File: config.mk
export PLATFORM = sky130hd
export DESIGN_NAME = stack_engine
export DESIGN_NICKNAME = d
export VERILOG_FILES = /design/src/verilog/stack_pkg.sv /design/src/verilog/engine_pkg.sv /design/src/verilog/stack.sv /design/src/verilog/engine_ctrl.sv /design/src/verilog/stack_engine.sv
export SDC_FILE = /design/constraint.sdc
export NUM_CORES = 1
export LEC_CHECK = 0
export BUFFER_PORTS_ARGS = -buffer_cell sky130_fd_sc_hd__buf_2
export CAP_MARGIN = 20
export CORE_ASPECT_RATIO = 0.8
export CORE_MARGIN = 1
export CORE_UTILIZATION = 55
export DETAILED_ROUTE_END_ITERATION = 8
export PLACE_DENSITY_LB_ADDON = 0.25
export SLEW_MARGIN = 20
export SYNTH_ARGS = -nofsm -noshare
export SYNTH_HDL_FRONTEND = slang
export SYNTH_SLANG_ARGS = --single-unit
File: constraint.sdc
create_clock -name clk -period 7.8 [get_ports clk]
set_input_delay 0.39 -clock clk [delete_from_list [all_inputs] [get_ports clk]]
set_output_delay 0.39 -clock clk [all_outputs]
set_load 0.005 [all_outputs]
File: src/verilog/stack_pkg.sv
// Stack package: operation and status codes shared by the LIFO and its users
`default_nettype none

package stack_pkg;

  // Operation requested from a stack in one clock
  typedef enum logic [1:0] {
    ST_NONE    = 2'd0,  // Idle, status follows the limit
    ST_PUSH    = 2'd1,  // Write a new top entry
    ST_POP     = 2'd2,  // Remove the top entry
    ST_REPLACE = 2'd3   // Overwrite the top entry
  } stack_op_t;

  // Status reported after every clock
  typedef enum logic [1:0] {
    SS_OK        = 2'd0,  // Entries above the limit
    SS_EMPTY     = 2'd1,  // Depth sits exactly on the limit
    SS_UNDERFLOW = 2'd2,  // Pop/replace refused, or depth below limit
    SS_OVERFLOW  = 2'd3   // Push refused on a full stack
  } stack_status_t;

  // True for the two error codes
  function automatic logic is_error(stack_status_t s);
    return (s == SS_UNDERFLOW) || (s == SS_OVERFLOW);
  endfunction

endpackage

`default_nettype wire

File: src/verilog/engine_pkg.sv
// Engine package: command codes, word and address types and the return frame
`default_nettype none

package engine_pkg;

  localparam int WORD_W  = 16;  // Data stack word
  localparam int ADDR_W  = 12;  // Return address
  localparam int LIMIT_W = 5;   // Saved limit, holds 0..16

  typedef logic [WORD_W-1:0] word_t;
  typedef logic [ADDR_W-1:0] addr_t;

  // One command per clock
  typedef enum logic [2:0] {
    CMD_NOP  = 3'd0,  // Idle
    CMD_LIT  = 3'd1,  // Push operand
    CMD_DROP = 3'd2,  // Pop data stack
    CMD_DUP  = 3'd3,  // Push copy of tos
    CMD_INC  = 3'd4,  // tos + 1 in place
    CMD_SET  = 3'd5,  // Overwrite tos with operand
    CMD_CALL = 3'd6,  // Push return frame, narrow the limit
    CMD_RET  = 3'd7   // Pop return frame, restore the limit
  } cmd_t;

  // Return stack entry
  typedef struct packed {
    addr_t              ret_addr;     // Where the caller resumes
    logic [LIMIT_W-1:0] saved_limit;  // Caller's underflow limit
  } ret_frame_t;

  // Commands that occupy two cycles
  function automatic logic is_frame_cmd(cmd_t c);
    return (c == CMD_CALL) || (c == CMD_RET);
  endfunction

endpackage

`default_nettype wire

File: src/verilog/stack.sv
// Stack: generic LIFO with underflow limit, registered top of stack, depth and status
`timescale 1ns/10ps
`default_nettype none

module stack #(
  parameter int  DEPTH_LOG2 = 4,            // Capacity is 2**DEPTH_LOG2 entries
  parameter type payload_t  = logic [15:0]  // Entry type
) (
  input  wire                           clk,
  input  wire                           reset,
  input  wire stack_pkg::stack_op_t     op,     // Operation for this clock
  input  wire payload_t                 data,   // Value for push or replace
  input  wire [DEPTH_LOG2:0]            limit,  // Depth at or below which pops fail
  output payload_t                      tos,    // Current top entry
  output logic [DEPTH_LOG2:0]           depth,  // Entry count
  output stack_pkg::stack_status_t      status
);

  import stack_pkg::*;

  localparam int CAPACITY = 1 << DEPTH_LOG2;
  localparam int LW       = DEPTH_LOG2 + 1;

  localparam logic [LW-1:0] FULL_COUNT = LW'(CAPACITY);

  payload_t mem [CAPACITY];

  logic                  full;
  logic                  at_limit;   // Nothing poppable above the limit
  logic [LW-1:0]         depth_inc;
  logic [LW-1:0]         depth_dec;
  logic [DEPTH_LOG2-1:0] top_idx;    // Slot of the current top
  logic [DEPTH_LOG2-1:0] below_idx;  // Slot under the current top
  logic                  mem_we;
  logic [DEPTH_LOG2-1:0] mem_waddr;

  assign full      = (depth == FULL_COUNT);
  assign at_limit  = (depth <= limit);
  assign depth_inc = depth + 1'b1;
  assign depth_dec = depth - 1'b1;
  assign top_idx   = depth_dec[DEPTH_LOG2-1:0];
  assign below_idx = depth[DEPTH_LOG2-1:0] - 2'd2;

  // Push writes the next free slot, replace rewrites the top slot
  always_comb begin
    mem_we    = 1'b0;
    mem_waddr = depth[DEPTH_LOG2-1:0];
    case (op)
      ST_PUSH: begin
        mem_we    = !full;
        mem_waddr = depth[DEPTH_LOG2-1:0];
      end
      ST_REPLACE: begin
        mem_we    = !at_limit;
        mem_waddr = top_idx;
      end
      default: begin
        mem_we    = 1'b0;
      end
    endcase
  end

  always_ff @(posedge clk) begin
    if (mem_we) begin
      mem[mem_waddr] <= data;
    end
  end

  // Counter, top-of-stack register and status
  always_ff @(posedge clk) begin
    if (reset) begin
      depth  <= '0;
      tos    <= '0;
      status <= SS_EMPTY;
    end else begin
      case (op)
        ST_PUSH: begin
          if (full) begin
            status <= SS_OVERFLOW;  // Refused, contents kept
          end else begin
            depth  <= depth_inc;
            tos    <= data;
            status <= (depth_inc == limit) ? SS_EMPTY : SS_OK;
          end
        end

        ST_POP: begin
          if (at_limit) begin
            status <= SS_UNDERFLOW;
          end else begin
            depth  <= depth_dec;
            tos    <= mem[below_idx];  // Entry under the old top
            status <= (depth_dec == limit) ? SS_EMPTY : SS_OK;
          end
        end

        ST_REPLACE: begin
          if (at_limit) begin
            status <= SS_UNDERFLOW;
          end else begin
            tos    <= data;
            status <= SS_OK;  // Depth stays above the limit
          end
        end

        ST_NONE: begin
          // Limit may have moved under an idle stack
          if (depth < limit) begin
            status <= SS_UNDERFLOW;
          end else if (depth == limit) begin
            status <= SS_EMPTY;
          end else begin
            status <= SS_OK;
          end
        end
      endcase
    end
  end

  // Counter must stay within the array
  a_depth_bound: assert property (
    @(posedge clk) disable iff (reset)
    depth <= FULL_COUNT
  ) else $error("stack depth %0d beyond capacity %0d", depth, CAPACITY);

  // A refused operation leaves the entry count alone
  a_error_keeps_depth: assert property (
    @(posedge clk) disable iff (reset)
    is_error(status) |-> $stable(depth)
  ) else $error("stack depth moved while status is %s", status.name());

endmodule

`default_nettype wire

File: src/verilog/engine_ctrl.sv
// Engine controller: command decode, frame-limit register and deferred call/return commit
`timescale 1ns/10ps
`default_nettype none

module engine_ctrl #(
  parameter int D_DEPTH_LOG2 = 4  // Data stack size
) (
  input  wire                             clk,
  input  wire                             reset,
  input  wire engine_pkg::cmd_t           cmd,
  input  wire engine_pkg::word_t          operand,
  input  wire engine_pkg::addr_t          call_addr,
  input  wire [D_DEPTH_LOG2:0]            arg_count,    // Words handed to the callee
  input  wire engine_pkg::word_t          d_tos,
  input  wire [D_DEPTH_LOG2:0]            d_depth,
  input  wire engine_pkg::ret_frame_t     r_tos,
  input  wire stack_pkg::stack_status_t   r_status,
  output stack_pkg::stack_op_t            d_op,
  output engine_pkg::word_t               d_data,
  output logic [D_DEPTH_LOG2:0]           frame_limit,  // Underflow limit of the data stack
  output stack_pkg::stack_op_t            r_op,
  output engine_pkg::ret_frame_t          r_data,
  output engine_pkg::addr_t               ret_addr,
  output logic                            ret_valid     // One-cycle pulse per RET
);

  import stack_pkg::*;
  import engine_pkg::*;

  localparam int LW = D_DEPTH_LOG2 + 1;

  logic [LW-1:0] call_limit;  // Callee limit, clamped at zero
  logic          pend_call;   // CALL waiting on return stack status
  logic          pend_ret;    // RET waiting on return stack status
  ret_frame_t    pend_frame;  // Candidate limit and return address

  assign call_limit = (d_depth > arg_count) ? (d_depth - arg_count) : '0;

  // Command decode
  always_comb begin
    d_op   = ST_NONE;
    d_data = operand;
    r_op   = ST_NONE;
    r_data = '{ret_addr: call_addr, saved_limit: LIMIT_W'(frame_limit)};
    case (cmd)
      CMD_LIT:  d_op = ST_PUSH;
      CMD_DROP: d_op = ST_POP;
      CMD_DUP: begin
        d_op   = ST_PUSH;
        d_data = d_tos;
      end
      CMD_INC: begin
        d_op   = ST_REPLACE;
        d_data = d_tos + 1'b1;
      end
      CMD_SET:  d_op = ST_REPLACE;
      CMD_CALL: r_op = ST_PUSH;   // Frame keeps the caller's limit
      CMD_RET:  r_op = ST_POP;
      default: begin
        d_op = ST_NONE;
      end
    endcase
  end

  // Capture the candidate now, the return stack answers next cycle
  always_ff @(posedge clk) begin
    if (reset) begin
      pend_call <= 1'b0;
      pend_ret  <= 1'b0;
    end else begin
      pend_call <= (cmd == CMD_CALL);
      pend_ret  <= (cmd == CMD_RET);
    end
  end

  always_ff @(posedge clk) begin
    if (cmd == CMD_CALL) begin
      pend_frame <= '{ret_addr: call_addr, saved_limit: LIMIT_W'(call_limit)};
    end else if (cmd == CMD_RET) begin
      pend_frame <= r_tos;  // Popped frame, before the stack moves
    end
  end

  // Commit or discard based on r_status
  always_ff @(posedge clk) begin
    if (reset) begin
      frame_limit <= '0;
      ret_valid   <= 1'b0;
    end else begin
      ret_valid <= 1'b0;
      if (pend_call && (r_status != SS_OVERFLOW)) begin
        frame_limit <= LW'(pend_frame.saved_limit);
      end
      if (pend_ret && (r_status != SS_UNDERFLOW)) begin
        frame_limit <= LW'(pend_frame.saved_limit);
        ret_valid   <= 1'b1;
      end
    end
  end

  always_ff @(posedge clk) begin
    if (pend_ret) begin
      ret_addr <= pend_frame.ret_addr;
    end
  end

  // Commit cycle of CALL/RET has no room for another command
  a_nop_after_frame: assert property (
    @(posedge clk) disable iff (reset)
    is_frame_cmd(cmd) |=> (cmd == CMD_NOP)
  ) else $error("command %s issued during CALL/RET commit", cmd.name());

  a_ret_pulse: assert property (
    @(posedge clk) disable iff (reset)
    ret_valid |=> !ret_valid
  ) else $error("ret_valid held longer than one cycle");

endmodule

`default_nettype wire

File: src/verilog/stack_engine.sv
// Stack engine: controller driving a data stack and a return stack
`timescale 1ns/10ps
`default_nettype none

module stack_engine #(
  parameter int D_DEPTH_LOG2 = 4,  // 16 data words
  parameter int R_DEPTH_LOG2 = 3   // 8 return frames
) (
  input  wire                             clk,
  input  wire                             reset,
  input  wire engine_pkg::cmd_t           cmd,
  input  wire engine_pkg::word_t          operand,
  input  wire engine_pkg::addr_t          call_addr,
  input  wire [D_DEPTH_LOG2:0]            arg_count,
  output engine_pkg::word_t               tos,          // Data stack top
  output stack_pkg::stack_status_t        status,       // Data stack status
  output logic [D_DEPTH_LOG2:0]           depth,        // Data stack entries
  output logic [D_DEPTH_LOG2:0]           frame_limit,
  output stack_pkg::stack_status_t        rstatus,      // Return stack status
  output engine_pkg::addr_t               ret_addr,
  output logic                            ret_valid
);

  import stack_pkg::*;
  import engine_pkg::*;

  stack_op_t  d_op;
  word_t      d_data;
  stack_op_t  r_op;
  ret_frame_t r_data;
  ret_frame_t r_tos;

  engine_ctrl #(
    .D_DEPTH_LOG2 (D_DEPTH_LOG2)
  ) u_ctrl (
    .clk         (clk),
    .reset       (reset),
    .cmd         (cmd),
    .operand     (operand),
    .call_addr   (call_addr),
    .arg_count   (arg_count),
    .d_tos       (tos),
    .d_depth     (depth),
    .r_tos       (r_tos),
    .r_status    (rstatus),
    .d_op        (d_op),
    .d_data      (d_data),
    .frame_limit (frame_limit),
    .r_op        (r_op),
    .r_data      (r_data),
    .ret_addr    (ret_addr),
    .ret_valid   (ret_valid)
  );

  // Data stack, bounded below by the frame limit
  stack #(
    .DEPTH_LOG2 (D_DEPTH_LOG2),
    .payload_t  (word_t)
  ) u_dstack (
    .clk    (clk),
    .reset  (reset),
    .op     (d_op),
    .data   (d_data),
    .limit  (frame_limit),
    .tos    (tos),
    .depth  (depth),
    .status (status)
  );

  // Return stack, the whole array is usable
  stack #(
    .DEPTH_LOG2 (R_DEPTH_LOG2),
    .payload_t  (ret_frame_t)
  ) u_rstack (
    .clk    (clk),
    .reset  (reset),
    .op     (r_op),
    .data   (r_data),
    .limit  ('0),
    .tos    (r_tos),
    .depth  (),
    .status (rstatus)
  );

endmodule

`default_nettype wire

==> results.md, run 1 <==
- Synthesis handed over a netlist of 1,241 instances.
- In this run the core area contains 61 standard-cell rows.
- Clock-pin slew was measured on the worst setup and hold paths at 0.06 ns.
- The die boundary height is 172 um.
- The overall die area is 37,000 sq um.
- After detailed routing, the number of vias per cell comes to 6.34.
- The setup path with the least slack is of type reg -> reg.
- Setup repair after global routing left no endpoint under its margin.
- The initial utilization of the core area, before any placement, comes to 56.6%.
- The flop and latch count out of synthesis is 475.
- The antenna violation net count after detailed routing is 0.
- On the critical path the largest part of the delay comes from adder cells.
- The cell accounting for the most synthesized area is sky130_fd_sc_hd__edfxtp_1.
- The flop-to-flop setup slack is 3.90 ns.
- The pin count of the biggest net entering global routing is 58.
- The type of destination of the critical path is a flip-flop.
- A synthesized cell averages 16.1 sq um.
- The cell area after technology mapping is 19,900 sq um.
- The share of the synthesized netlist area taken by xor and xnor gates is 1.26%.
- The mux contribution to synthesized area is 13.0%.
- For this run, the total global-route usage over all layers was measured as 26.2%.
- The number of global-route vias before repair came to 10,771.
- In this run the tool buffered the top-level ports with 80 buffer cells.
- TritonCTS built the clock tree.
- On the critical path, the stage with the largest delay is an instance of sky130_fd_sc_hd__ha_2.
- The final hold violation count is 0.
- After clock tree synthesis, the flow added hold-fix buffers numbering 0.
- The worst-case IR drop observed on VDD is 0.185 mV.
- The setup violation total in the final timing report is 0.
- The largest single stage delay on the critical path is 0.89 ns.
- Clock skew on the completed layout was measured at 0.0190 ns.
- The number of cells traversed by the worst register-to-register path is 8.
- The clock sink total is 475.
- The clock period could shrink to 3.90 ns.
- The number of violations reported at the end of detailed-routing iteration 0 is 1,313.
- The worst slew slack as a fraction of its limit is 23.9%.
- The vias after detailed routing is 11,564.
- The number of setup buffers added after CTS is 0.
- The largest fanout on the critical path is 42.
- The clock insertion delay at the later pin of the skew report is 0.56 ns.
- The startpoint of the most critical setup path is u_dstack.depth[2].
- The total of warnings raised by yosys is 0.
- The number of inserted filler cells in the final layout is 2,480.
- The run finished with clean final reports.
- For the pin with the worst max-slew slack, the measured transition is 1.14 ns.
- In the final routed layout, each cell accounts on average for 26.3 um.
- The worst endpoint data arrival time is 4.37 ns.
- The synthesized-area fraction occupied by and/or/nand/nor cells is 7.22%.
- STA classifies the critical path startpoint as a flip-flop.
- The initial antenna violation count came to 2.
- The synthesized netlist devotes 5.58% of its cell area to compound gates.
- Static timing analysis puts the maximum clock frequency at 256 MHz.
- The endpoint of the most critical setup path is u_dstack.tos[1].
- After detailed routing, the number of remaining DRC violations is 0.
- The portion of the clock cycle consumed by the worst path in the final layout is 50.1%.
- The leading register cell type out of synthesis is sky130_fd_sc_hd__edfxtp_1.
- Measured along the x axis, the die boundary spans 215 um.
- Relative to the synthesized area, the layout overhead comes to 11.6%.
- Counting flops with an async set or reset pin after synthesis yields a share of 0%.
- The number of diodes added for antenna fixing is 0.
- The remaining global-route overflow is 0.
- The share of synthesized area in the top cell type comes to 63.4%.
- The startpoint identified for the worst register-to-register timing path is u_dstack.depth[2].
- The worst hold path belongs to the class in -> reg.
- The required time of the worst setup path is 8.26 ns.
- In the final timing run, aggregate negative setup slack is 0 ns.
- The number of nets handed over by synthesis was 1,307.
- The number of enable flip-flop cells after synthesis is 421.
- The number of violations of the max-capacitance limit is 0.
- The logic depth of the worst setup path including buffers is 8.
- The netlist uses 68 different library cells.
- The power density over cell area is 272 nW/um^2.
- The clock passes through at most 3 buffers.
- In this run the standard cell core region covers 35,300 sq um.
- For this design the top-level I/O count stands at 81.
- The iteration count of the initial detailed-routing pass is 6.
- Summing the sequential cell areas from Yosys gives 68.8% of the chip area.
- Hold timing on the final database bottoms out at a slack of 0.129 ns.
- Ranked by total cell area, the synthesized netlist is headed by sky130_fd_sc_hd__edfxtp_1 (63%), sky130_fd_sc_hd__mux4_2 (10%), sky130_fd_sc_hd__dfxtp_1 (5.4%).
- The first-pass GRT wire length is 70,600 um.
- Buffers inserted during clock tree synthesis total 45.
- In this run the number of H-tree levels came out at 2.
- The max-slew violation count is 0.
- The leakage power is 7.32 nW.
- Traced cell by cell, the critical path runs through inv_1, ha_2, buf_4, mux4_2, nand2_1, a31oi_1, mux2i_1, a211oi_1.
- The synthesized netlist devotes 1.79% of its cell area to adder and majority cells.
- The critical path contains buffers and inverters numbering 2 combined.
- The detailed-route wire length is 48,000 um.
- The total number of nets in the final design is 1,385.
- The worst register-to-register path ends at u_dstack.tos[1].
- The combinational family with the most area after synthesis is multiplexers.
- Detailed placement finished with a half-perimeter wire length of 30,100 um.
- The number of gates resized after cts is 0.
- In this run the clock root is driven by a sky130_fd_sc_hd__clkbuf_16.
- Cells with a size suffix above 1 make up 22.5% of the layout.
- The congestion estimate from routability-driven global placement came to 0.864.
-- layout by cell type (no fill, tap or decap), types with 17 or more instances in the layout --
cell / count
sky130_fd_sc_hd__buf_2: 80
sky130_fd_sc_hd__mux2i_1: 32
sky130_fd_sc_hd__nor3_1: 24
sky130_fd_sc_hd__a21oi_1: 53
sky130_fd_sc_hd__dfxtp_1: 50
sky130_fd_sc_hd__o21ai_0: 21
sky130_fd_sc_hd__edfxtp_1: 421
sky130_fd_sc_hd__xnor2_1: 17
sky130_fd_sc_hd__nor2_1: 68
sky130_fd_sc_hd__o22ai_1: 21
sky130_fd_sc_hd__nand3_1: 22
sky130_fd_sc_hd__mux4_2: 92
sky130_fd_sc_hd__nor2_2: 19
sky130_fd_sc_hd__ha_1: 26
sky130_fd_sc_hd__clkbuf_1: 17
sky130_fd_sc_hd__nand2_1: 72
sky130_fd_sc_hd__nand2b_1: 23
sky130_fd_sc_hd__clkbuf_16: 46
sky130_fd_sc_hd__buf_4: 23
sky130_fd_sc_hd__inv_1: 24
-- state kept, by name, indices dropped and copies added (netlist names), 2 cells and up --
| signal | count |
|---|---|
| u_dstack.depth | 5 |
| u_dstack.mem | 256 |
| u_ctrl.ret_addr | 12 |
| u_dstack.status | 2 |
| u_dstack.tos | 16 |
| u_rstack.mem | 136 |
| u_ctrl.frame_limit | 5 |
| u_rstack.status | 2 |
| u_rstack.tos | 17 |
| u_ctrl.pend_frame | 17 |
| u_rstack.depth | 4 |
-- through the flow --
stage	cells	utilization, %	area [sq um]	worst slack (ns)	power (mW)
floorplan	1241	-	19900	4.49	3.68
detailed placement	1744	59.2	20900	3.80	4.01
global placement	1744	59.1	20900	3.95	3.99
finish	1825	63.1	22300	3.90	6.04
CTS	1825	63.1	22200	4.00	6.05
global route	1825	63.1	22300	3.66	6.24
-- routing by layer --
metal	global-route usage (%)	vias to the layer above	part of all wire (%)
li1	-	5036	-
met3	7.09	73	10
met4	7.42	2	2.1
met5	0	-	0.027
met2	37.2	572	43
met1	39.6	5881	44
-- cell usage after synthesis (all sizes together), types with 12 or more instances --
| library cell | instances |
|---|---|
| edfxtp | 421 |
| mux4 | 94 |
| nor2 | 90 |
| nand2 | 73 |
| a21oi | 55 |
| dfxtp | 54 |
| buf | 39 |
| clkbuf | 33 |
| mux2i | 32 |
| ha | 27 |
| nor3 | 26 |
| inv | 25 |
| o21ai | 25 |
| nand2b | 23 |
| nand3 | 22 |
| o22ai | 21 |
| xnor2 | 18 |
| mux2 | 14 |
| a211oi | 12 |
| a31oi | 12 |
| nor2b | 12 |
-- how the worst min path moves through the flow --
stage / from / slack, ns / cells after the start / to
floorplan: u_ctrl.pend_frame[5] / 0.40 / 0 / u_ctrl.ret_addr[0]
global placement: u_ctrl.pend_frame[11] / 0.40 / 0 / u_ctrl.ret_addr[6]
detailed placement: u_ctrl.pend_frame[15] / 0.41 / 0 / u_ctrl.ret_addr[10]
CTS: call_addr[8] / 0.11 / 1 / u_rstack.mem[0][13]
global route: call_addr[8] / 0.13 / 1 / u_rstack.mem[0][13]
finish: call_addr[9] / 0.13 / 1 / u_rstack.mem[4][14]
-- worst reg2reg max path: stages (launching register included) --
cell	delay (ns)
sky130_fd_sc_hd__dfxtp_1	0.66
sky130_fd_sc_hd__inv_1	0.19
sky130_fd_sc_hd__ha_2	0.89
sky130_fd_sc_hd__buf_4	0.64
sky130_fd_sc_hd__mux4_2	0.38
sky130_fd_sc_hd__nand2_1	0.10
sky130_fd_sc_hd__a31oi_1	0.54
sky130_fd_sc_hd__mux2i_1	0.18
sky130_fd_sc_hd__a211oi_1	0.25
-- logic make-up (layout without fill, tap and decap cells) --
logic type / after synthesis / in the layout
AO/OA/AOI/OAI: 174 / 174
XOR/XNOR: 27 / 27
adder cells (fa/ha/maj): 28 / 28
buffers and inverters: 98 / 210
flip-flops: 475 / 475
multiplexers: 140 / 140
AND/OR/NAND/NOR: 299 / 299
-- power breakdown --
part / switching, mW / internal, mW
Clock: 0.902 / 1.17
Combinational: 0.622 / 0.390
Sequential: 0.0874 / 2.88
-- final cells by class --
| type | count | area [sq um] | share of cell area [%] |
|---|---|---|---|
| flip-flops and latches | 475 | 13700 | 61.7 |
| clock buffers | 68 | 1280 | 5.77 |
| well taps | 472 | 591 | 2.65 |
| clock inverters | 13 | 95.1 | 0.427 |
| inverters | 26 | 97.6 | 0.438 |
| repair buffers | 103 | 573 | 2.57 |
| multi-input cells | 668 | 5890 | 26.4 |
Power figures use the tool's default switching activity.
==> run 2, diff against run 1 <==
==> constraint.sdc (replaced) <==
create_clock -name clk -period 3.88 [get_ports clk]
set_input_delay 0.194 -clock clk [delete_from_list [all_inputs] [get_ports clk]]
set_output_delay 0.194 -clock clk [all_outputs]
set_load 0.005 [all_outputs]
==> results.md, run 2 (same netlist as run 1, synthesis figures left out) <==
- The run finished with clean final reports.
- The minimum clock period after layout is 3.34 ns.
- The routed design has 47,500 um of wire.
- The signal on the critical path passes through inv_1, ha_1, and3_1, and3_1, a31oi_1, a22o_1, nand3_1, nor2_2, buf_4.
- The first detailed-routing pass took 5 iterations.
- Dividing the detail-routed wire length by the instance count gives 25.2 um.
- For this design the static power due to leakage is 7.63 nW.
- Once the clock tree was built, the setup fixing pass inserted 0 buffers.
- The quantity of I/O buffers inserted on ports is 80.
- The clock tree buffer depth is 3.
- After clock tree synthesis, the clock-pin slew on the worst setup and hold paths is 0.07 ns.
- The number of global-route vias before repair is 11,306.
- At the end of routability-driven placement, the weighted congestion stood at 0.892.
- Entering global routing, the biggest net connects 42 pins.
- The first-pass GRT wire length is 70,700 um.
- Dividing total power by cell area gives a power density of 537 nW/um^2.
- The fmax is 299 MHz.
- The max-slew violation count is 0.
- The path type of the worst min-delay path is in -> reg.
- The type of destination of the critical path is a flip-flop.
- In this design, the stage delay of the slowest critical-path cell is 0.57 ns.
- The H-tree depth is 2.
- The register with the most flip-flops is u_dstack.mem.
- The clock insertion delay at the later pin of the skew report is 0.56 ns.
- Global routing finished with a remaining overflow of 0.
- The overall routing resource usage is 26.0%.
- The worst pin sits at a relative slew slack of 32.9%.
- The core region is 35,300 sq um.
- The detailed router placed 11,776 vias in this run.
- The final hold violation count is 0.
- The post-route non-filler standard cell count is 1,884.
- Prior to clock tree synthesis, the placed netlist has a worst setup slack of 0.572 ns.
- The ratio of routed vias to standard cells is 6.25.
- The most common cell after layout, fill and taps aside is sky130_fd_sc_hd__edfxtp_1.
- Setup total negative slack on the finished layout was measured at 0 ns.
- The placement row count is 61.
- The initial antenna violation count was 0.
- The detail route stage leaves a number of antenna-violating nets equal to 0.
- TritonCTS built the clock tree.
- In the routed design, unresolved DRC markers number 0.
- The share of final-layout standard cells stronger than drive strength 1 is 25.1%.
- Setup violations remaining at the end of the flow were counted as 0.
- The cell with the biggest individual delay on the critical path is sky130_fd_sc_hd__dfxtp_1.
- The actual slew at the worst max-slew pin is 1.00 ns.
- After layout, the worst path uses 86.2% of the clock period.
- The clock sink total is 475.
- The number of instances in the placed design is 1,790.
- The number of buffers inserted during clock tree synthesis is 44.
- The number of top-level design ports is 81.
- Compared with the post-synthesis result, the final layout area differs by 13.9%.
- After layout, the worst setup slack is 0.536 ns.
- The class of the most critical setup path is reg -> reg.
- The floorplan step set the die height to 172 um.
- The initial utilization of the core area, before any placement, comes to 56.6%.
- In the final layout, the registers with the most flip-flops are u_dstack.mem x256, u_rstack.mem x136.
- The startpoint type of the worst setup path is a flip-flop.
- The largest vdd supply drop is 0.354 mV.
- Data on the critical path is required at its endpoint by 4.15 ns.
- At the worst endpoint, the arrival time is 3.61 ns.
- The largest fanout on the critical path is 12.
- Setup repair after global routing left no endpoint under its margin.
- The cell repeated most along the worst path is sky130_fd_sc_hd__and3_1.
- The floorplan step defined a die boundary enclosing 37,000 sq um.
- The CTS root buffer is sky130_fd_sc_hd__clkbuf_16.
- Once detailed placement completed, the half-perimeter wirelength came to 30,000 um.
- The floorplan step set the die width to 215 um.
- The layout has 2,508 filler cells.
- The clock arrives with 0.0253 ns of skew.
- The final layout contains 1,442 nets.
- Leaving out fill and tap cells, the most frequent cells in the layout are sky130_fd_sc_hd__edfxtp_1 (421), sky130_fd_sc_hd__mux4_2 (92), sky130_fd_sc_hd__buf_2 (80).
- The number of violations of the max-capacitance limit is 0.
- The register with the most flip-flops in the layout has 256 of them.
- The number of violations reported at the end of detailed-routing iteration 0 is 1,159.
## run 2: cell types whose count changed in the layout (fill, tap and decap cells not counted), sizes merged
cell         before  now
dlygate4sd3       0   12
diode             0    1
clkinv           12   22
bufinv            1    3
clkbuf           68   56
buf             103  149
## run 2: final timing paths
check                              from                  end  slack [ns]  cells past startpoint
hold / removal                   cmd[1]   u_rstack.status[1]        0.06                      3
setup / recovery  u_ctrl.frame_limit[2]  u_dstack.mem[12][4]        0.54                      9
hold reg to reg   u_ctrl.pend_frame[14]   u_ctrl.ret_addr[9]        0.42                      0
setup reg to reg  u_ctrl.frame_limit[2]  u_dstack.mem[12][4]        0.54                      9
## run 2: per-layer routing
metal	routed length, um	track usage [%]
met4	1180	8.17
met3	4060	4.19
met1	21000	39.6
met5	0	0
met2	21300	38.8
## run 2: cell type report
type,count,area (sq um),share of cell area (%)
Sequential cell,475,13700,60.4
Multi-Input combinational cell,668,5850,25.7
Clock buffer,56,1210,5.32
Timing Repair Buffer,161,1040,4.57
Tap cell,472,591,2.60
Clock inverter,25,203,0.892
Inverter,26,97.6,0.430
Antenna cell,1,2.50,0.0110
## run 2: worst max-delay path, delay by kind of cell (launching register included)
kind / cells / cell delay [ns]
and+or+nand+nor: 4 / 1.14
AOI/OAI and AO/OA: 2 / 0.64
DFF: 1 / 0.57
buffers and inverters: 2 / 0.41
adders and majority gates: 1 / 0.29
## run 2: repair_timing
| action | 4_1_cts | 5_1_grt |
|---|---|---|
| gates resized for setup | 0 | 0 |
| hold endpoints to repair | 96 | 0 |
| hold buffers | 12 | 0 |
## run 2: through the flow
stage	hold WS, ns	instance area, sq um	power (mW)	utilization [%]
2_1_floorplan	0.293	19900	7.39	-
3_3_place_gp	0.402	21200	8.02	60.1
3_5_place_dp	0.407	21200	8.05	60.1
4_1_cts	0.0488	22700	12.2	64.4
5_1_grt	0.0682	22700	12.6	64.4
6_report	0.0630	22700	12.2	64.4
## run 2: where the power goes
part	internal, mW	total [mW]	leakage [nW]	switching, mW
registers	5.78	5.92	4.27	0.139
clock network	2.41	4.23	0.690	1.82
logic	0.839	2.05	2.67	1.21
